File: src/design/fetch_defs.svh
`ifndef FETCH_DEFS_SVH
`define FETCH_DEFS_SVH

// pc and data width, rv64
`define XLEN 64

// one uncompressed instruction
`define INST_LEN 32

// address of the very first fetch
`define RESET_PC 64'h8000_0000

// 64-bit rows, 2 KiB of program space from the reset pc
`define IMEM_WORDS 256

// row index width
`define IMEM_IDX_W 8

`endif

File: src/design/fetch_types_pkg.sv
`default_nettype none

`include "fetch_defs.svh"

package fetch_types_pkg;

    // pc, mtvec and mepc values
    typedef logic [`XLEN-1:0] xlen_t;

    // one fetched instruction
    typedef logic [`INST_LEN-1:0] inst_t;

    // one sram row, two instructions side by side
    typedef logic [`XLEN-1:0] imem_word_t;

    // sram row number
    typedef logic [`IMEM_IDX_W-1:0] imem_idx_t;

endpackage

`default_nettype wire

File: src/design/if_stage.sv
`timescale 1ns/1ps
`default_nettype none

`include "fetch_defs.svh"

module if_stage
    import fetch_types_pkg::*;
(
    input  wire logic       clk,
    input  wire logic       rst_n,
    input  wire logic       is_jump_i,
    input  wire xlen_t      pc_jump_i,
    input  wire xlen_t      csr_mtvec_i,
    input  wire xlen_t      csr_mepc_i,
    input  wire logic       in_trap_i,
    input  wire logic       out_trap_i,
    input  wire logic       stall_n_i,
    input  wire imem_word_t sram_rdata_i,
    input  wire logic       sram_data_valid_i,
    output xlen_t           pc_next_o,
    output xlen_t           pc_o,
    output inst_t           instr_o,
    output logic            instr_valid_o,
    output xlen_t           sram_addr_o
);

    localparam xlen_t PC_STEP  = xlen_t'(4);
    // one step before reset pc so the first pc_next is the reset pc
    localparam xlen_t PC_RESET = xlen_t'(`RESET_PC) - PC_STEP;

    inst_t fetch_half;

    // next pc, jump first, then trap entry, trap return, sequential
    always_comb begin
        if (is_jump_i) begin
            pc_next_o = pc_jump_i;
        end else if (in_trap_i) begin
            pc_next_o = csr_mtvec_i;
        end else if (out_trap_i) begin
            pc_next_o = csr_mepc_i;
        end else begin
            pc_next_o = pc_o + PC_STEP;
        end
    end

    // sram sees the next pc directly
    assign sram_addr_o   = pc_next_o;
    assign instr_valid_o = sram_data_valid_i;

    // address bit 2 picks the upper instruction of the row
    assign fetch_half = sram_addr_o[2] ? sram_rdata_i[2*`INST_LEN-1:`INST_LEN]
                                       : sram_rdata_i[`INST_LEN-1:0];

    // fetch register, frozen while stalled
    always_ff @(posedge clk or negedge rst_n) begin
        if (!rst_n) begin
            pc_o    <= PC_RESET;
            instr_o <= '0;
        end else if (stall_n_i) begin
            pc_o    <= pc_next_o;
            instr_o <= fetch_half;
        end
    end

    // no compressed support, every fetch is word aligned
    a_addr_aligned: assert property (@(posedge clk) disable iff (!rst_n)
        sram_addr_o[1:0] == 2'b00)
        else $error("if_stage: misaligned fetch address %h", sram_addr_o);

    // trap controller never enters and leaves in one cycle
    a_trap_onehot: assert property (@(posedge clk) disable iff (!rst_n)
        !(in_trap_i && out_trap_i))
        else $error("if_stage: trap entry and exit together");

endmodule

`default_nettype wire

File: config.mk
export PLATFORM = sky130hd
export DESIGN_NAME = if_stage
export DESIGN_NICKNAME = d
export VERILOG_FILES = /design/src/design/fetch_types_pkg.sv /design/src/design/if_stage.sv
export VERILOG_INCLUDE_DIRS = /design/src /design/src/design
export SDC_FILE = /design/constraint.sdc
export NUM_CORES = 1
export LEC_CHECK = 0
export BUFFER_PORTS_ARGS = -buffer_cell sky130_fd_sc_hd__buf_2
export CORE_AREA = 2 2 187 189
export DETAILED_ROUTE_END_ITERATION = 7
export DIE_AREA = 0 0 189 191
export PLACE_DENSITY = 0.55
export RECOVER_POWER = 100
export SETUP_SLACK_MARGIN = 0.2
export SYNTH_ARGS = -nofsm -noshare
export SYNTH_HDL_FRONTEND = slang
export SYNTH_SLANG_ARGS = --single-unit
File: constraint.sdc
create_clock -name clk -period 2.8 [get_ports clk]
set_input_delay 0.28 -clock clk [delete_from_list [all_inputs] [get_ports clk]]
set_output_delay 0.28 -clock clk [all_outputs]
set_load 0.02 [all_outputs]
==> results.md <==
- Crit-path max cell delay: 0.58 ns
- Die footprint: 36100 µm²
- Largest net degree at the start of global routing: 105
- Critical Path Source Type: register
- DRC violations left: 0
- Overflow after GRT: 0
- Proportion of layout cells with a drive suffix above 1: 0.5716
- Sw Ratio: 0.4075
- Worst-Skew Late Latency: roughly 0.38 ns
- Setup violations, final: 94
- Worst EP required: approximately 2.5 ns
- Final period util: 1.101
- CP Buf/Inv Count: 2
- Final std cells w/o fill: between 2000 and 2500
- Clk root buf: clkbuf_16
- Largest area contributor in the synthesized netlist: dfrtp_1
- Max-Cap Viols: 0
- Clk slew on worst S/H paths: about 0.070 ns
- Seq cells post-synth: 96
- Post-detail-place hpwl: about 34 mm
- PD cells: ~420 nW/µm²
- Hold_sp: pc_jump_i[47]
- IO Port Bufs: 485
- CTS tree: built
- DR pass1 iterations: 5
- Final net count: about 1900
- CP top delay family: simple AND/OR/NAND/NOR gates
- Leakage: 6.787 nW
- Area Overhead vs Synth: 77.89%
- Die X-Extent: about 190 µm
- Crit path arrival time: between 2 and 3 ns
- Synth top area share: 0.2028
- Status: complete, but fails checks
- Failing checks: setup timing
- Post-layout min period: 3.084 ns
- Cell area after synthesis: about 8300 µm²
- Clock H-tree levels: 3
- Hold Crit Class: input pin to register
- Fraction of registers with async set/reset: 1.000
- Num rows: roughly 70
- Netlist cell types: 70
- Commonest non-fill, non-tap cell in the layout: buf_2
- Sinks on Clock Net: 96
- Placed insts: 1924
- Clock power share: 0.232
- Max Clock Skew: 0.008704 ns
- Starting density of the core: 0.2423
- Synth Instances: 1026
- Final hold viol count: 0
- Final Max Tran Viols: 0
- Register share of total power: 0.294
- Crit-path cells: ha_4, nand3_4, nor4_4, buf_4, nand4_4, or4_4, xor2_2, a21oi_2, buf_4
- Avg WL per Cell: 21.71 µm
- First-pass GRT wire length: roughly 64 mm
- Initial antenna violation count: 9
- Seq/Total Area, Yosys: 0.2949
- DRT antenna net count: 0
- Reg2reg start: pc_o[2]$_DFFE_PN1P_
- Logic pwr share: 0.474
- Vias in the first global route: about 11000
- Least-Margin Pin Slew: ~1.3 ns
- Post-Syn Area per Cell: ~8.1 µm²
- Drt total wl: roughly 45 mm
- Routed vias: about 11000
- Worst Setup SP: pc_o[2]$_DFFE_PN1P_
- Initial detailed-routing violation count: between 300 and 400
- Die H: around 190 µm
- Worst setup path class: register to output port
- DP Area: between 10000 and 15000 µm²
- Post-synth EDFFs: 0
- Num CTS Buffers: 9
- Most frequent cells in the layout: buf_2 (332), buf_4 (214), buf_6 (123)
- Fill count: between 3000 and 4000
- Design area: approximately 15000 µm²
- Top cells by area, synth: dfrtp_1 (20%), dfstp_2 (9.2%), a21oi_1 (6.9%)
- Gp weighted congestion: ~0.86
- Synth Flop Type: dfrtp_1
- Crit path capture type: output port
- Synthesized Nets: ~1300
- NetSw: 2.535 mW
- Crit Path Max Fanout: 3
- Ys Warns: 0
- Slowest-stage cell, CP: dfstp_2
- RSZ-0062 raised after global routing: yes
- GRT Resource Usage Total: 0.2382
- Setup slack after layout: -0.2838 ns
- Clk buf depth: 2
- Rel. slew slack: 0.1266
- Num ports: about 490
- Internal: ~3.7 mW
- Core area: between 30000 and 40000 µm²
- CP dominant cell by count: buf_4
- Fmax: 324.3 MHz
- Max VDD drop: roughly 290 µV
- DR vias/cell: roughly 5
[worst reg2reg max path: cells and delay by family (launching register included)]
| family | cells | cell delay [ns] |
|---|---|---|
| buffers and inverters | 10 | 1.18 |
| flip-flops | 1 | 0.58 |
| AO/OA/AOI/OAI | 3 | 0.43 |
| AND/OR/NAND/NOR | 2 | 0.34 |
| XOR/XNOR | 1 | 0.17 |
[worst paths after layout]
kind / depth (start not counted) / endpoint / slack (ns)
setup / recovery: 9 / pc_next_o[46] / -0.28
hold / removal: 3 / pc_o[47]$_DFFE_PN0P_ / 0.16
setup reg to reg: 16 / pc_o[9]$_DFFE_PN1P_ / 0.02
hold reg to reg: 1 / pc_o[59]$_DFFE_PN0P_ / 0.52
max in group asynchronous: 3 / instr_o[10]$_DFFE_PN0P_ / 0.63
min in group asynchronous: 2 / pc_o[39]$_DFFE_PN0P_ / 0.69
[cell type report]
class | count | area [µm²] | area share
inverter | 20 | 78.83 | 0.005359
tap | 455 | 569.3 | 0.03871
sequential | 96 | 2444 | 0.1661
timing repair buffer | 726 | 5120 | 0.3481
antenna | 3 | 7.507 | 0.0005104
clock inverter | 3 | 67.56 | 0.004594
multi-input combinational | 776 | 6171 | 0.4196
clock buffer | 13 | 250.2 | 0.01701
[power by group through the flow]
stage               combinational, mW  clock [mW]  sequential [mW]
finish                           2.95        1.44             1.83
detailed placement               2.40           0             1.85
global placement                 2.39           0             1.84
CTS                              2.79        1.49             1.82
floorplan                        1.25           0             2.06
global route                     3.13        1.53             1.86
[per-stage QoR]
stage / setup WS [ns] / hold WS [ns] / power, mW / setup TNS (ns) / utilization
CTS: -0.2743 / 0.1426 / 6.095 / -13.05 / 0.4040
global route: -0.3561 / 0.1604 / 6.520 / -21.76 / 0.4311
floorplan: 0.006261 / -0.01559 / 3.314 / 0 / -
finish: -0.2838 / 0.1594 / 6.220 / -11.76 / 0.4311
global placement: 0.05217 / 0.3645 / 4.228 / 0 / 0.3395
detailed placement: 0.04977 / 0.3467 / 4.247 / 0 / 0.3395
[cells by family (layout without fill, tap and decap cells)]
group           count (synthesis)  count (layout)  synth area share
mux                            66              66           0.08353
compound gates                317             317            0.2477
buf+inv                       154             762            0.1009
flops                          96              96            0.2949
simple gates                  339             339            0.2152
xor+xnor                       53              53           0.05614
fa+ha+maj                       1               1          0.001513
other cells                     0               3                 0
[sequential cells by signal (all words and copies together) (netlist names)]
signal   count
instr_o     32
pc_o        64
[metal layers]
layer	GRT usage	share of wire
met5	0	0.00097
met4	0.07843	0.031
met3	0.04847	0.064
met2	0.4208	0.50
met1	0.2882	0.40
[Yosys cell counts (14+ instances only)]
cell / instances
o22ai_1: 25
dfstp_2: 29
nor3_1: 23
mux2_2: 24
nand2_1: 90
a221o_1: 15
nand4_1: 25
o21ai_0: 54
a21oi_1: 114
buf_4: 65
clkbuf_1: 51
mux2i_1: 42
dfrtp_1: 67
inv_1: 17
nand2b_1: 14
xnor2_1: 35
nor2_1: 99
nand3_1: 27
xor2_1: 18
[timing repair]
item	in CTS	in global routing
gates cloned	1	1
buffers inserted	92	54
gates resized for setup	302	118
hold buffers	1	0
endpoints found under the hold margin	38	0
pin swaps	98	65
setup endpoints to repair	114	124
Note: power is estimated with default switching activity, not from simulation.
