<file path="config.mk">
export PLATFORM = sky130hd
export DESIGN_NAME = trap_ctrl
export DESIGN_NICKNAME = d
export VERILOG_FILES = /design/src/design/fetch_types_pkg.sv /design/src/design/trap_pkg.sv /design/src/design/trap_ctrl.sv
export VERILOG_INCLUDE_DIRS = /design/src /design/src/design
export SDC_FILE = /design/constraint.sdc
export NUM_CORES = 1
export LEC_CHECK = 0
export ABC_CLOCK_PERIOD_IN_PS = 1200
export BUFFER_PORTS_ARGS = -buffer_cell sky130_fd_sc_hd__buf_2
export CAP_MARGIN = 20
export CORE_AREA = 2 2 145 162
export CTS_CLUSTER_DIAMETER = 30
export DETAILED_ROUTE_END_ITERATION = 7
export DIE_AREA = 0 0 147 164
export PLACE_DENSITY_LB_ADDON = 0.25
export RECOVER_POWER = 50
export SYNTH_ARGS = -nofsm -noshare
export SYNTH_HDL_FRONTEND = slang
export SYNTH_SLANG_ARGS = --single-unit
</file>
<file path="constraint.sdc">
create_clock -name clk -period 1.2 [get_ports clk]
set_input_delay 0 -clock clk [delete_from_list [all_inputs] [get_ports clk]]
set_output_delay 0 -clock clk [all_outputs]
set_load 0.01 [all_outputs]
</file>
<file path="src/design/fetch_defs.svh">
`ifndef FETCH_DEFS_SVH
`define FETCH_DEFS_SVH

// pc and data width, rv64
`define XLEN 64

// one uncompressed instruction
`define INST_LEN 32

// address of the very first fetch
`define RESET_PC 64'h8000_0000

// 64-bit rows, 2 KiB of program space from the reset pc
`define IMEM_WORDS 256

// row index width
`define IMEM_IDX_W 8

`endif

</file>
<file path="src/design/fetch_types_pkg.sv">
`default_nettype none

`include "fetch_defs.svh"

package fetch_types_pkg;

    // pc, mtvec and mepc values
    typedef logic [`XLEN-1:0] xlen_t;

    // one fetched instruction
    typedef logic [`INST_LEN-1:0] inst_t;

    // one sram row, two instructions side by side
    typedef logic [`XLEN-1:0] imem_word_t;

    // sram row number
    typedef logic [`IMEM_IDX_W-1:0] imem_idx_t;

endpackage

`default_nettype wire

</file>
<file path="src/design/trap_pkg.sv">
`default_nettype none

package trap_pkg;

    // where the core is running
    // main program or trap handler
    typedef enum logic [0:0] {
        TRAP_RUN     = 1'b0,
        TRAP_HANDLER = 1'b1
    } trap_state_e;

    // target of the csr write port
    typedef enum logic [0:0] {
        CSR_MTVEC = 1'b0,
        CSR_MEPC  = 1'b1
    } csr_sel_e;

endpackage

`default_nettype wire

</file>
<file path="src/design/trap_ctrl.sv">
`timescale 1ns/1ps
`default_nettype none

module trap_ctrl
    import fetch_types_pkg::*;
    import trap_pkg::*;
(
    input  wire logic     clk,
    input  wire logic     rst_n,
    input  wire logic     stall_n_i,
    input  wire logic     trap_req_i,
    input  wire logic     mret_i,
    input  wire xlen_t    pc_i,
    input  wire logic     csr_wr_en_i,
    input  wire csr_sel_e csr_wr_sel_i,
    input  wire xlen_t    csr_wr_data_i,
    output xlen_t         mtvec_o,
    output xlen_t         mepc_o,
    output logic          in_trap_o,
    output logic          out_trap_o,
    output logic          in_handler_o
);

    trap_state_e state_q;
    trap_state_e state_d;

    // entry only from the main program, exit only from the handler
    // nothing accepted while stalled
    assign in_trap_o    = trap_req_i && stall_n_i && (state_q == TRAP_RUN);
    assign out_trap_o   = mret_i && stall_n_i && (state_q == TRAP_HANDLER);
    assign in_handler_o = (state_q == TRAP_HANDLER);

    always_comb begin
        state_d = state_q;
        case (state_q)
            TRAP_RUN: begin
                if (in_trap_o) begin
                    state_d = TRAP_HANDLER;
                end
            end
            TRAP_HANDLER: begin
                if (out_trap_o) begin
                    state_d = TRAP_RUN;
                end
            end
            default: state_d = TRAP_RUN;
        endcase
    end

    always_ff @(posedge clk or negedge rst_n) begin
        if (!rst_n) begin
            state_q <= TRAP_RUN;
        end else begin
            state_q <= state_d;
        end
    end

    // handler base, software written only
    always_ff @(posedge clk or negedge rst_n) begin
        if (!rst_n) begin
            mtvec_o <= '0;
        end else if (csr_wr_en_i && (csr_wr_sel_i == CSR_MTVEC)) begin
            mtvec_o <= csr_wr_data_i;
        end
    end

    // return address, trap capture beats a csr write
    always_ff @(posedge clk or negedge rst_n) begin
        if (!rst_n) begin
            mepc_o <= '0;
        end else if (in_trap_o) begin
            mepc_o <= pc_i;
        end else if (csr_wr_en_i && (csr_wr_sel_i == CSR_MEPC)) begin
            mepc_o <= csr_wr_data_i;
        end
    end

    // no second entry until the handler has returned
    a_no_nested_trap: assert property (@(posedge clk) disable iff (!rst_n)
        in_trap_o |=> (!in_trap_o until_with out_trap_o))
        else $error("trap_ctrl: trap entry while in handler");

    // handler entry must land on a word boundary
    a_mtvec_aligned: assert property (@(posedge clk) disable iff (!rst_n)
        in_trap_o |-> (mtvec_o[1:0] == 2'b00))
        else $error("trap_ctrl: misaligned mtvec %h", mtvec_o);

endmodule

`default_nettype wire

</file>
==> results.py <==
metrics = {
    "status": {
        "status": "finished with violations",
        "violations": "negative setup slack",
    },
    "logic_synthesis": {
        "synth.cells.most_frequent": "129 x sky130_fd_sc_hd__dfrtp_1, 64 x sky130_fd_sc_hd__a21bo_2, 64 x sky130_fd_sc_hd__a31oi_1, 64 x sky130_fd_sc_hd__nand3_1, 60 x sky130_fd_sc_hd__mux2_4",
        "synth.yosys.seq_area_share_pct": 48.6,
        "asyncSetResetFlopFracSynth_pct": 100,
        "post_synth_instance_area_um2": 6650,
        "synth_most_common_cell": "sky130_fd_sc_hd__dfrtp_1",
        "cell_types_occupying_the_most_area_after_synthesis": "sky130_fd_sc_hd__dfrtp_1 49%, sky130_fd_sc_hd__mux2_4 14%, sky130_fd_sc_hd__a21bo_2 9.6%, sky130_fd_sc_hd__a31oi_1 6.0%, sky130_fd_sc_hd__and4bb_2 5.5%",
        "fraction_of_synthesized_cell_area_taken_by_the_top_area_cell_type_pct": 48.6,
        "synth_cell_type_count": 21,
        "synthesis.yosys.warnings": 0,
        "number_of_synthesized_flops_with_an_enable_pin": 0,
        "synthDominantAreaCellType": "sky130_fd_sc_hd__dfrtp_1",
        "avgSynthCellArea_um2": 12.8,
        "synth_fp_nets": 653,
        "dominantRegCellSynth": "sky130_fd_sc_hd__dfrtp_1",
        "post_synth_inst_count": 518,
        "ys_ff_latch": 129,
    },
    "grt": {
        "grt_remaining_overflow": 0,
        "antenna_found_initial": 0,
        "first_global_vias": 5947,
        "track_usage_pct": 18.0,
        "global_route_wire_length_before_repair_um": 33800,
        "grt_start_max_net_pins": 75,
    },
    "layout": {
        "area.growth.synth_to_final_pct": 64.3,
        "net_count_of_the_finished_layout": 1025,
        "insertedDiodeCount": 0,
        "layout-drive-gt1-share_pct": 58.7,
        "final_core_utilization_pct": 48.5,
        "design_area_um2": 10900,
    },
    "pwr": {
        "worst_ir_drop_vdd_uv": 762,
        "power.leakage_nw": 4.96,
        "comb_power_share_pct": 31.5,
        "netSwitchingFraction_pct": 30.2,
        "clockPowerShare_pct": 33.4,
        "pwr_density_cell_nw_per_um2": 1440,
        "power.total_mw": 15.7,
        "p_seq_share_pct": 35.1,
        "psw_mw": 4.76,
        "internal_power_mw": 11.0,
    },
    "clock_tree": {
        "clock_tree.root_cell": "sky130_fd_sc_hd__clkbuf_16",
        "maximum_number_of_buffers_from_clock_root_to_sink": 2,
        "clock_tree_from_tritoncts": "done",
        "numCtsBuffers": 17,
        "cts_sinks": 129,
        "cts_htree_levels": 4,
        "clkSlewWorstSetupHoldPaths_ps": 60,
        "clock_insertion_delay_worst_skew_ps": 420,
    },
    "min_path": {
        "min_path_type": "input port to register",
    },
    "floorplan": {
        "die_height_um": 164,
        "std_cell_core_area_um2": 22500,
        "io-pin-count": 266,
        "floorplan.initialDensity_pct": 29.5,
        "die_area_um2": 24100,
        "rows": 58,
        "die_width_um": 147,
    },
    "sta": {
        "maxSlewViolCount": 0,
        "unrepaired_setup_endpoints_after_global_routing": "true",
        "final.setup.worst_slack_ps": -215,
        "final.period_utilization_pct": 118,
        "worst_slew_pin_slew_ps": 1010,
        "slew-limit-headroom_pct": 32.4,
        "setup-violations-final": 67,
        "fin_tns_setup_ps": -9820,
        "max_freq_ghz": 0.707,
        "final_worst_hold_slack_ps": 14.0,
        "finalHoldViolCount": 0,
        "post-route-min-period_ps": 1410,
        "clock-skew-final_ps": 14.9,
    },
    "critical_path": {
        "criticalPathCategory": "register to register",
        "worst_ep_required_time_ps": 1520,
        "worstPathArrival_ps": 1730,
        "start_kind": "register",
        "worst-path-max-fanout": 13,
        "end_kind": "register",
    },
    "run": {
        "maxCapViolCount": 0,
    },
    "detailed_routing": {
        "routed_wire_length_per_instance_um": 19.3,
        "first_pass_iters": 4,
        "route.detailed.drc": 0,
        "drt.antenna.violating_nets": 0,
        "finalWirelength_um": 23200,
        "drt_first_iter_violations": 230,
        "via_count": 5948,
        "route.detailed.vias_per_inst": 4.94,
    },
    "place": {
        "placed_standard_cell_area_um2": 8460,
        "gp_congestion": 0.791,
        "detailedPlacementHpwl_um": 14300,
        "buffer_ports.inserted": 265,
    },
}
layout make-up:
| cell class | instances | area, µm² |
|---|---|---|
| Clock inverter | 14 | 156 |
| Inverter | 1 | 8.76 |
| Clock buffer | 18 | 429 |
| Multi-Input combinational cell | 325 | 3650 |
| Timing Repair Buffer | 416 | 3070 |
| Fill cell | 2027 | 11600 |
| Sequential cell | 129 | 3230 |
| Tap cell | 300 | 375 |
path summary, 6_finish.rpt:
path	slack, ps	cells after the start	start	end
min	10	3	pc_i[26]	mepc_o[26]
min reg2reg	490	1	mtvec_o[56]	mtvec_o[56]
max reg2reg	-210	5	in_handler_o	mepc_o[62]
max in group asynchronous	110	3	rst_n	in_handler_o
min in group asynchronous	280	2	rst_n	mepc_o[36]
max	-210	5	in_handler_o	mepc_o[62]
layer usage:
layer	share of wire, %	vias to the layer above	track usage (%)	wire (µm)
li1	-	2737	-	-
met1	43	2948	23.9	10100
met2	48	227	28.3	11200
met3	5.9	36	4.61	1370
met4	2.5	0	6.86	581
met5	0	-	0	0
critical path, stage by stage, from the launching register on:
cell,delay [ps]
sky130_fd_sc_hd__dfrtp_2,430
sky130_fd_sc_hd__nand3b_1,240
sky130_fd_sc_hd__buf_12,190
sky130_fd_sc_hd__buf_4,130
sky130_fd_sc_hd__buf_12,150
sky130_fd_sc_hd__a31oi_1,170
power by group through the flow:
stage,clock network [mW],logic [mW],registers (mW)
floorplan,0,1.83,5.96
global placement,0,3.95,5.58
detailed placement,0,3.97,5.58
CTS,5.38,4.31,5.53
global route,5.60,5.28,5.63
finish,5.25,4.96,5.54
repair_timing:
item                                   CTS  global route
resized for setup                        9            87
gates cloned                             1             7
setup endpoints to repair               67            67
hold buffers                            99             1
endpoints found under the hold margin  258             1
pin swaps                                6             6
buffers inserted                         5             2
registers in the layout, summed over array words and instances (netlist names):
signal and cells:
in_handler_o 1, mtvec_o 64, mepc_o 64
cell usage in the layout, fill, tap and decap left out, types with 5 or more instances in the layout:
master,count
sky130_fd_sc_hd__a21bo_2,64
sky130_fd_sc_hd__a31oi_1,22
sky130_fd_sc_hd__a31oi_2,8
sky130_fd_sc_hd__a31oi_4,34
sky130_fd_sc_hd__and4bb_1,14
sky130_fd_sc_hd__and4bb_2,30
sky130_fd_sc_hd__buf_12,12
sky130_fd_sc_hd__buf_2,259
sky130_fd_sc_hd__buf_4,22
sky130_fd_sc_hd__buf_6,8
sky130_fd_sc_hd__clkbuf_16,23
sky130_fd_sc_hd__dfrtp_1,128
sky130_fd_sc_hd__dlygate4sd3_1,100
sky130_fd_sc_hd__mux2_1,31
sky130_fd_sc_hd__mux2_4,29
sky130_fd_sc_hd__nand3_1,64
sky130_fd_sc_hd__nor4bb_1,9
sky130_fd_sc_hd__nor4bb_2,6
sky130_fd_sc_hd__nor4bb_4,5
stage by stage:
| stage | instances | setup WS (ps) |
|---|---|---|
| global placement | 1056 | 0.543 |
| CTS | 1193 | -223 |
| global route | 1203 | -290 |
| finish | 1203 | -215 |
| floorplan | 518 | 7.31 |
| detailed placement | 1056 | -51.1 |
cells by family after synthesis:
logic type / count (synthesis) / synth area share [%]
and+or+nand+nor: 132 / 16.5
AOI/OAI and AO/OA: 129 / 15.7
DFF: 129 / 48.6
muxes: 64 / 14.2
buffers and inverters: 64 / 4.97
Note: power is estimated with default switching activity, not from simulation.
