**src/design/fetch_defs.svh**
```systemverilog
`ifndef FETCH_DEFS_SVH
`define FETCH_DEFS_SVH

// pc and data width, rv64
`define XLEN 64

// one uncompressed instruction
`define INST_LEN 32

// address of the very first fetch
`define RESET_PC 64'h8000_0000

// 64-bit rows, 2 KiB of program space from the reset pc
`define IMEM_WORDS 256

// row index width
`define IMEM_IDX_W 8

`endif

```
**src/design/fetch_types_pkg.sv**
```systemverilog
`default_nettype none

`include "fetch_defs.svh"

package fetch_types_pkg;

    // pc, mtvec and mepc values
    typedef logic [`XLEN-1:0] xlen_t;

    // one fetched instruction
    typedef logic [`INST_LEN-1:0] inst_t;

    // one sram row, two instructions side by side
    typedef logic [`XLEN-1:0] imem_word_t;

    // sram row number
    typedef logic [`IMEM_IDX_W-1:0] imem_idx_t;

endpackage

`default_nettype wire

```
**src/design/jal_predecode.sv**
```systemverilog
`timescale 1ns/1ps
`default_nettype none

`include "fetch_defs.svh"

module jal_predecode
    import fetch_types_pkg::*;
(
    input  wire inst_t instr_i,
    input  wire xlen_t pc_i,
    input  wire logic  instr_valid_i,
    output logic       is_jump_o,
    output xlen_t      pc_jump_o
);

    localparam logic [6:0] OPC_JAL = 7'b110_1111;
    // j-type immediate is 21 bits with bit 0 always zero
    localparam int J_IMM_W = 21;

    logic [J_IMM_W-1:0] j_imm;
    xlen_t              j_imm_sext;

    // only a fetched instruction may redirect
    // keeps the zero word after reset from ever matching
    assign is_jump_o = instr_valid_i && (instr_i[6:0] == OPC_JAL);

    // imm[20|10:1|11|19:12] scattered over instr[31:12]
    assign j_imm = {instr_i[31], instr_i[19:12], instr_i[20], instr_i[30:21], 1'b0};

    // sign extend to full pc width
    assign j_imm_sext = {{(`XLEN-J_IMM_W){j_imm[J_IMM_W-1]}}, j_imm};

    // target relative to the jal itself
    assign pc_jump_o = pc_i + j_imm_sext;

endmodule

`default_nettype wire

```
**config.mk**
```make
export PLATFORM = sky130hd
export DESIGN_NAME = jal_predecode
export DESIGN_NICKNAME = d
export VERILOG_FILES = /design/src/design/fetch_types_pkg.sv /design/src/design/jal_predecode.sv
export VERILOG_INCLUDE_DIRS = /design/src /design/src/design
export SDC_FILE = /design/constraint.sdc
export NUM_CORES = 1
export LEC_CHECK = 0
export ABC_AREA = 0
export BUFFER_PORTS_ARGS = -buffer_cell sky130_fd_sc_hd__buf_2
export CAP_MARGIN = 20
export CORE_MARGIN = 3
export CORE_UTILIZATION = 50
export DETAILED_ROUTE_END_ITERATION = 16
export PLACE_DENSITY = 0.8
export SLEW_MARGIN = 20
export SYNTH_ARGS = -nofsm -noshare
export SYNTH_HDL_FRONTEND = slang
export SYNTH_SLANG_ARGS = --single-unit
```
**constraint.sdc**
```tcl
create_clock -name vclk -period 7.3
set_input_delay 0.365 -clock vclk [all_inputs]
set_output_delay 0.365 -clock vclk [all_outputs]
set_load 0.01 [all_outputs]
```
==> run metrics, run 1 <==
GR Util All Layers=24.3%; Synth Instances=518; hold_buf cts=0; Seq cells=0; HPWL after DPL=9010 microns; Critical Path AT=3700 ps; Internal Power=0.208 mW; Cell Area, Synth=3580 sq um; Worst Setup Start Kind=input port; count of input and output buffers=155; pwr/cell area=111 nW/um^2; placer congestion estimate=0.895; crit path cell chain=buf_2, ha_1, nand2_1, o21a_1, a21oi_1, nor2b_1, or4_1, o21bai_1, a21oi_1, o31ai_1, a21oi_1, xnor2_1, buf_2; Via density=5.74; Placed Cells=747; area grow syn2layout=22.5%; Inserted Diodes=0; first drt pass iteration count=4; Slowest-stage cell, CP=buf_2; final cell count without fillers=747; Slew headroom=37.1%; die area=8200 sq um; final critical-path required period=4060 ps; Final nets=813; Worst setup EP type=output pin; Filler cells=658; per-cell routed wire length=14.2 microns; Yosys warning count=0; peak supply drop=53.0 uV; Resize count post-CTS=0; drt total wl=10,600 microns; layout cell share with drive strength beyond 1=26.4%; Worst Path Max Fanout=44; Final ANT Viol Nets=0; final-report hold violation count=0; largest net degree at the start of global routing=45; commonest cells after routing, fill and taps aside=buf_2 (155), a21oi_1 (74), ha_1 (62), nand2_1 (55), nor2_1 (40); Mapped Nets=678; Reg power frac=0%; share of the yosys chip area belonging to registers=0%; post-CTS setup buffer count=0; final worst path period share=55.6%; CP peak stage delay=710 ps; Cell variety after synth=55; combinational power share=100.0%; io pins=162; CORE AREA=6870 sq um; CP required=6930 ps; Lkg Pwr=2.15 nW; Largest delay share family, worst path=compound AO/OA/AOI/OAI gates; FF+latch area=0 sq um; CP Class=input port to output pin; clock power share=0%; die width=90.6 microns; post-route setup TNS=0 ps; DRC errors left=0; RSZ-0062 raised after global routing=no; outcome=finished clean; switching power=0.277 mW; 1st-iter DRT viols=174; first-pass GRT wire length=17,800 microns; commonest non-fill, non-tap cell in the layout=buf_2; final setup fails=0; worst slew pin tran=944 ps; GRT Residual Overflow=0; Tot Pwr=0.485 mW; clock buf count=0; Avg Cell Area, Syn=6.90 sq um; max-slew violations=0; Vert. Die Dim=90.6 microns; Switching Share=57.2%; fmax=0.246 GHz; Crit path top cell by count=a21oi_1; Starting Density=52.1%; vias in the first global route=4,067; via count=4,287; maxcap violations=0; antenna violations before repair=0; row cnt=30; Hold Path Class=input port to output pin; Buf/Inv on CP=2
==> metal layers <==
| layer | share of wire, % | wire length, microns | global-route usage, % | up-vias |
|---|---|---|---|---|
| li1 | - | - | - | 2191 |
| met3 | 6.2 | 655 | 2.25 | 6 |
| met5 | 0 | 0 | 0 | - |
| met2 | 47 | 5030 | 43.5 | 148 |
| met4 | 0.57 | 61 | 1.66 | 0 |
| met1 | 46 | 4870 | 32.6 | 1942 |
==> cell usage after synthesis, drive strengths merged, types with 5 or more instances <==
master	instances	area, sq um
and3	5	31.3
o21a	10	75.1
o21ai	34	178
o211ai	6	50.1
clkbuf	17	63.8
xnor2	36	315
o21bai	13	113
xor2	23	201
a21oi	75	379
nor3	12	60.1
nand3	5	25.0
a31oi	9	77.6
and2	7	43.8
nor2	40	150
buf	5	27.5
nand2	55	206
a21o	30	225
inv	8	30.0
a211oi	6	65.1
nor2b	9	56.3
ha	62	776
nand4	16	100
==> final timing paths <==
kind / from / slack (ps) / to / depth (start not counted)
setup / recovery: instr_i[31] / 3240 / pc_jump_o[63] / 13
hold / removal: pc_i[0] / 730 / pc_jump_o[0] / 0
==> cell type report <==
| cell class | instances | area [sq um] | share of cell area [%] |
|---|---|---|---|
| inverter | 8 | 30.0 | 0.686 |
| tap | 96 | 120 | 2.74 |
| multi-input combinational | 488 | 3450 | 78.9 |
| timing repair buffer | 155 | 776 | 17.7 |
==> stage by stage <==
step	utilization (%)	hold slack, ps	cell area [sq um]	setup slack [ps]
6_report	63.8	730	4380	3240
5_1_grt	63.8	730	4380	2960
4_1_cts	63.8	730	4380	3260
3_5_place_dp	63.8	730	4380	3270
3_3_place_gp	63.8	730	4380	3340
2_1_floorplan	-	822	3580	4120
==> cells by family after synthesis <==
| kind of cell | count (synthesis) | synth area share (%) |
|---|---|---|
| AND/OR/NAND/NOR | 163 | 22.0 |
| adder cells (fa/ha/maj) | 63 | 22.3 |
| AO/OA/AOI/OAI | 202 | 37.6 |
| multiplexers | 1 | 0.280 |
| buffers and inverters | 30 | 3.39 |
| XOR/XNOR | 59 | 14.5 |
==> power by group through the flow <==
stage	combinational (mW)	clock, mW	sequential [mW]
after floorplan	0.324	0	0
after global placement	0.473	0	0
after detailed placement	0.480	0	0
after CTS	0.483	0	0
after global routing	0.534	0	0
final	0.485	0	0
No activity file was read; power rests on OpenSTA's default activity.
==> run 2: changes to the inputs <==
--- a/config.mk
+++ b/config.mk
@@ -6,13 +6,13 @@
 export SDC_FILE = /design/constraint.sdc
 export NUM_CORES = 1
 export LEC_CHECK = 0
-export ABC_AREA = 0
+export ABC_AREA = 1
 export BUFFER_PORTS_ARGS = -buffer_cell sky130_fd_sc_hd__buf_2
 export CAP_MARGIN = 20
 export CORE_MARGIN = 3
 export CORE_UTILIZATION = 50
 export DETAILED_ROUTE_END_ITERATION = 16
-export PLACE_DENSITY = 0.8
+export PLACE_DENSITY = 0.76
 export SLEW_MARGIN = 20
 export SYNTH_ARGS = -nofsm -noshare
 export SYNTH_HDL_FRONTEND = slang
==> constraint.sdc (replaced) <==
create_clock -name vclk -period 3.3
set_input_delay 0.165 -clock vclk [all_inputs]
set_output_delay 0.165 -clock vclk [all_outputs]
set_load 0.01 [all_outputs]
==> run 2 against run 1 <==
Die area up 57%. Combinational power rose to 2.7 times the previous value. Cell area grew 54%. Largest power group unchanged. Setup slack got worse by 2500 ps. Highest routed layer unchanged. Total power rose to 2.7 times the previous value. Area after synthesis is 62% higher. Final cell count rose by 110%. Utilization fell by 2.8 points. Critical path type unchanged. Hold slack worse by 400 ps. Routed wire length rose by 84%.
==> run metrics, run 2 <==
outcome=finished clean; hold_buf cts=0 (unchanged); Slew headroom=64.0% (+27 points); Final WS setup=765 ps (-2470 ps); die width=114 microns (+25%); Yosys top cell by area=nand2_1; Cell variety after synth=22 (-60%); pwr/cell area=193 nW/um^2 (+75%); Worst Setup Start Kind=input port; Synth Instances=1,254 (+140%); Worst setup EP type=output pin; first drt pass iteration count=5 (+1); per-cell routed wire length=12.6 microns (-11%); RSZ-0062 raised after global routing=no; CP required=3130 ps (-3800 ps); drt total wl=19,600 microns (+84%); Lkg Pwr=4.76 nW (+120%); final-report hold violation count=0 (unchanged); GRT Residual Overflow=0 (unchanged); pre-CTS WS=823 ps (-2450 ps); Tot Pwr=1.31 mW (+170%); final critical-path required period=2530 ps; post-route setup TNS=0 ps (unchanged); FF+latch area=0 sq um (unchanged); Hold Path Class=input port to output pin; via count=7,493 (+75%); placer congestion estimate=0.994 (+11%); HPWL after DPL=17,700 microns (+97%); Critical Path AT=2370 ps (-1330 ps); maxcap violations=0 (unchanged); crit path launch=instr_i[31]; Worst Path Max Fanout=23 (-48%); Seq cells=0 (unchanged); commonest cells after routing, fill and taps aside=nand2_1 (583), inv_1 (300), buf_2 (155), nor2_1 (103), ha_1 (62); area grow syn2layout=16.7%; count of input and output buffers=155 (unchanged); crit path to=pc_jump_o[58]; Yosys top cell area share=37.8% (+16 points); final cell count without fillers=1,550 (+110%); Final nets=1,571 (+93%); final worst path period share=76.8%; Mapped Nets=1,414 (+110%); Yosys warning count=0 (unchanged); io pins=162 (unchanged); Post-synth top cells=nand2_1 (583), inv_1 (300), nor2_1 (103); Final ANT Viol Nets=0 (unchanged); largest net degree at the start of global routing=24 (-47%); share of the yosys chip area belonging to registers=0% (unchanged); vias in the first global route=6,530 (+61%); top-count cell post-synth=nand2_1; Avg Cell Area, Syn=4.62 sq um (-33%); Placed Cells=1,549 (+110%); top post-synthesis cells by area=nand2_1 (38%), inv_1 (19%), ha_1 (13%); 1st-iter DRT viols=579 (+230%); first-pass GRT wire length=30,900 microns (+74%); fmax=0.395 GHz; post-CTS setup buffer count=0 (unchanged); die area=12,900 sq um (+57%); antenna violations before repair=0 (unchanged); max-slew violations=0 (unchanged); Starting Density=52.2% (+0.19 points); row cnt=38 (+27%); layout cell share with drive strength beyond 1=14.2% (-12 points); worst slew pin tran=534 ps (-410 ps); peak supply drop=123 uV (+130%); final setup fails=0 (unchanged); Via density=4.83 (-16%); DRC errors left=0 (unchanged); GR Util All Layers=29.5% (+5.2 points); Resize count post-CTS=0 (unchanged); Filler cells=1,260 (+91%); commonest non-fill, non-tap cell in the layout=nand2_1; CP Class=input port to output pin; Vert. Die Dim=114 microns (+25%); CORE AREA=11,100 sq um (+61%); Cell Area, Synth=5790 sq um (+62%); clock buf count=0 (unchanged)
[run 2: changes by cell type in the layout (fill, tap and decap cells not counted), moves of 10 or more]
cell,delta
nand2_2,+15
o21ai_0,-24
inv_1,+292
nor2_1,+63
xnor2_1,-35
nor2_2,+11
a21o_1,-30
a21oi_1,-34
o21a_1,-10
nand3_1,+47
nand2_1,+528
[run 2: critical path, cell delays in order]
cell     delay (ps)
buf_2           410
buf_12          240
ha_1            290
nand2_1         160
inv_1           110
nand2_1         140
nor3_1          270
nand2_1         120
nor2_1          100
nand2_1          80
nand2_1          70
nand2_1          40
nand2_1          40
buf_2           120
[run 2: area by class of cell]
type	instances	area, sq um	area share, %
diodes	1	2.50	0.0371
well taps	140	175	2.59
inverters	304	1140	16.9
multi-input cells	949	4640	68.7
repair buffers	156	796	11.8
[run 2: how the worst min path moves through the flow]
stage          depth (start not counted)  slack [ps]  startpoint            to
6_report                               0         330     pc_i[0]  pc_jump_o[0]
5_1_grt                                0         330     pc_i[0]  pc_jump_o[0]
4_1_cts                                0         330     pc_i[0]  pc_jump_o[0]
3_5_place_dp                           0         330     pc_i[0]  pc_jump_o[0]
3_3_place_gp                           0         330     pc_i[0]  pc_jump_o[0]
2_1_floorplan                          1         380  instr_i[4]     is_jump_o
[run 2: cell families after synthesis]
kind of cell | share of synthesized area [%]
buf+inv | 19.8
xor+xnor | 4.84
simple gates | 57.2
fa+ha+maj | 13.7
compound gates | 4.41
[run 2: report_power, final]
group          switching (mW)  internal [mW]
registers                   0              0
logic                   0.838          0.468
clock network               0   0.0000000407
total                   0.838          0.468
[run 2: per-stage QoR]
stage / hold slack, ps / area, sq um / utilization (%)
6_report: 330 / 6750 / 61.0
2_1_floorplan: 381 / 5790 / -
3_3_place_gp: 330 / 6750 / 60.9
4_1_cts: 330 / 6750 / 60.9
5_1_grt: 330 / 6750 / 60.9
3_5_place_dp: 330 / 6750 / 60.9
[run 2: per-layer routing]
metal	track usage, %	vias to the layer above	part of all wire [%]
met1	44.5	3208	49
met4	4.81	0	1.9
met2	46.5	236	41
li1	-	4027	-
met3	2.02	22	8.3
met5	0	-	0
==> run 3: changes to the inputs <==
--- a/config.mk
+++ b/config.mk
@@ -6,13 +6,13 @@
 export SDC_FILE = /design/constraint.sdc
 export NUM_CORES = 1
 export LEC_CHECK = 0
-export ABC_AREA = 1
+export ABC_AREA = 0
 export BUFFER_PORTS_ARGS = -buffer_cell sky130_fd_sc_hd__buf_2
 export CAP_MARGIN = 20
 export CORE_MARGIN = 3
 export CORE_UTILIZATION = 50
 export DETAILED_ROUTE_END_ITERATION = 16
-export PLACE_DENSITY = 0.76
+export PLACE_DENSITY = 0.8
 export SLEW_MARGIN = 20
 export SYNTH_ARGS = -nofsm -noshare
 export SYNTH_HDL_FRONTEND = slang
==> constraint.sdc (replaced) <==
create_clock -name vclk -period 2.4
set_input_delay 0.12 -clock vclk [all_inputs]
set_output_delay 0.12 -clock vclk [all_outputs]
set_load 0.01 [all_outputs]
==> run 3 against run 2 <==
The run now fails in 5_1_grt. Area after synthesis shrank 38%. Synthesized cell count shrank 59%.
==> run metrics, run 3 <==
Mapped Nets=678 (-52%); count of input and output buffers=155 (unchanged); share of the yosys chip area belonging to registers=0% (unchanged); die width=90.6 microns (-20%); worst ep type=top-level output; Yosys top cell by area=ha_1; HPWL after DPL=13,100 microns (-26%); Placed Cells=944 (-39%); Post-synth top cells=a21oi_1 (74), ha_1 (62), nand2_1 (55); Yosys top cell area share=21.7% (-16 points); Yosys warning count=0 (unchanged); Placement Cell Area=5910 sq um (-13%); top post-synthesis cells by area=ha_1 (22%), a21oi_1 (10%), xnor2_1 (8.8%); Cell variety after synth=55 (+150%); worst setup endpoint GRT=pc_jump_o[49]; Synth Instances=518 (-59%); pre-CTS WS=-709 ps (-1530 ps); Log Error=[ERROR DPL-0038] Utilization greater than 100%, impossible to legalize; hold_buf cts=0 (unchanged); io pins=162 (unchanged); Vert. Die Dim=90.6 microns (-20%); outcome=did not finish; Cell Area, Synth=3580 sq um (-38%); placer congestion estimate=0.935 (-6.0%); Starting Density=52.1% (-0.19 points); top-count cell post-synth=a21oi_1; largest net degree at the start of global routing=15; row cnt=30 (-21%); Avg Cell Area, Syn=6.90 sq um (+50%); Failed at=5_1_grt
run 3: changes by cell type after synthesis, sizes merged, moves of 30 or more:
cell and delta:
a21oi +35, nand2 -543, nor2 -76, xnor2 +35, inv -296, nand3 -54, o21ai +32, a21o +30
run 3: stage by stage:
stage | hold slack [ps] | util [%]
floorplan | 332 | -
global placement | 240 | 86.0
detailed placement | 240 | 86.0
CTS | 240 | 90.3
run 3: cell families after synthesis:
group	Yosys count	synth area share, %
AOI/OAI and AO/OA	202	37.6
adders and majority gates	63	22.3
xor gates and xnor gates	59	14.5
muxes	1	0.280
and+or+nand+nor	163	22.0
buffers and inverters	30	3.39
run 3: repair_timing:
action | CTS
pin swaps | 45
setup endpoints to repair | 45
resized for setup | 45
setup buffers | 18
==> run 4: changes to the inputs <==
--- a/config.mk
+++ b/config.mk
@@ -10,9 +10,9 @@
 export BUFFER_PORTS_ARGS = -buffer_cell sky130_fd_sc_hd__buf_2
 export CAP_MARGIN = 20
 export CORE_MARGIN = 3
-export CORE_UTILIZATION = 50
+export CORE_UTILIZATION = 35
 export DETAILED_ROUTE_END_ITERATION = 16
-export PLACE_DENSITY = 0.8
+export PLACE_DENSITY_LB_ADDON = 0.15
 export SLEW_MARGIN = 20
 export SYNTH_ARGS = -nofsm -noshare
 export SYNTH_HDL_FRONTEND = slang
==> run 4 against run 3 <==
The flow now finishes, with violations (setup timing).
==> run metrics, run 4 (synthesis gave the netlist of run 1 again) <==
final setup fails=41; clock power share=0%; via count=5,202; io pins=162 (unchanged); combinational power share=100.0%; Vert. Die Dim=107 microns (+18%); first-pass GRT wire length=23,000 microns; final cell count without fillers=1,007; Critical Path AT=2890 ps; Placed Cells=983 (+4.1%); largest net degree at the start of global routing=14; antenna violations before repair=0; count of input and output buffers=155 (unchanged); CP required=2280 ps; Worst Path Max Fanout=3; CORE AREA=9860 sq um; drt total wl=14,700 microns; Hold Path Class=input port to output pin; Filler cells=835; Worst Setup Start Kind=input port; commonest non-fill, non-tap cell in the layout=buf_4; Placement Cell Area=5970 sq um (+1.0%); max-slew violations=0; RSZ-0062 raised after global routing=yes; clock buf count=0; final-report hold violation count=0; row cnt=36 (+20%); area grow syn2layout=93.1%; fmax=0.332 GHz; Final WS setup=-609 ps; first drt pass iteration count=4; Final ANT Viol Nets=0; peak supply drop=193 uV; final worst path period share=125%; die width=107 microns (+18%); Worst setup EP type=output pin; worst slew pin tran=863 ps; GR Util All Layers=23.6%; vias in the first global route=5,267; Via density=5.17; commonest cells after routing, fill and taps aside=buf_4 (209), buf_2 (145), a21oi_1 (58), nand2_1 (50), ha_1 (37); Switching Share=48.2%; failing checks=setup timing; crit path launch=pc_i[1]; die area=11,500 sq um; CP Class=input port to output pin; HPWL after DPL=11,700 microns (-11%); Final nets=1,036; layout cell share with drive strength beyond 1=54.8%; hold_ws=240 ps; maxcap violations=0; hold_buf cts=0 (unchanged); DRC errors left=0; Lkg Pwr=3.36 nW; 1st-iter DRT viols=136; placer congestion estimate=0.901 (-3.6%); per-cell routed wire length=14.6 microns; critical hold path startpoint=pc_i[0]; switching power=1.08 mW; post-route cell area=6900 sq um; post-route setup TNS=-12,990 ps; FF+latch area=0 sq um; outcome=finished, violations left; Seq cells=0; Reg power frac=0%; Slew headroom=41.8%; Inserted Diodes=0; final critical-path required period=3010 ps; GRT Residual Overflow=0; Internal Power=1.16 mW; Starting Density=36.3% (-16 points); pwr/cell area=325 nW/um^2
-- run 4: worst paths after layout --
| path | endpoint | slack, ps | cells after the start |
|---|---|---|---|
| setup / recovery | pc_jump_o[61] | -610 | 15 |
| hold / removal | pc_jump_o[0] | 240 | 0 |
-- run 4: power by group through the flow --
stage	Clock (mW)	Sequential, mW	Combinational (mW)
after global routing	0	0	2.44
after detailed placement	0	0	1.91
after global placement	0	0	1.89
final	0	0	2.25
after CTS	0	0	2.11
after floorplan	0	0	0.996
-- run 4: repair_timing --
action	4_1_cts	5_1_grt
setup buffers	21	13
gates resized for setup	87	46
pin swaps	80	50
setup endpoints to repair	41	45
-- run 4: worst max-delay path: stages --
cell	delay, ps
buf_6	100
ha_4	150
fa_2	340
a21o_1	200
a221o_1	330
buf_4	160
o2111ai_4	190
a21oi_2	110
o2111ai_2	240
a211oi_2	130
o211ai_2	250
o31ai_1	90
a21oi_1	160
xnor2_1	140
buf_2	160
-- run 4: layout make-up --
type	instances	area [sq um]	area share, %
multi-input cells	488	4130	59.7
repair buffers	378	2580	37.4
well taps	133	166	2.41
inverters	8	30.0	0.435
-- run 4: routing by layer --
metal / routed length [microns] / track usage [%]
met1: 6420 / 29.2
met2: 7640 / 46.1
met3: 531 / 0.963
met4: 128 / 2.47
met5: 0 / 0
-- run 4: stage by stage --
step,worst slack [ps],total power [mW],utilization (%)
after floorplan,-190,0.996,-
after global placement,-601,1.89,60.5
after detailed placement,-634,1.91,60.5
after CTS,-550,2.11,66.4
after global routing,-711,2.44,70.0
final,-609,2.25,70.0
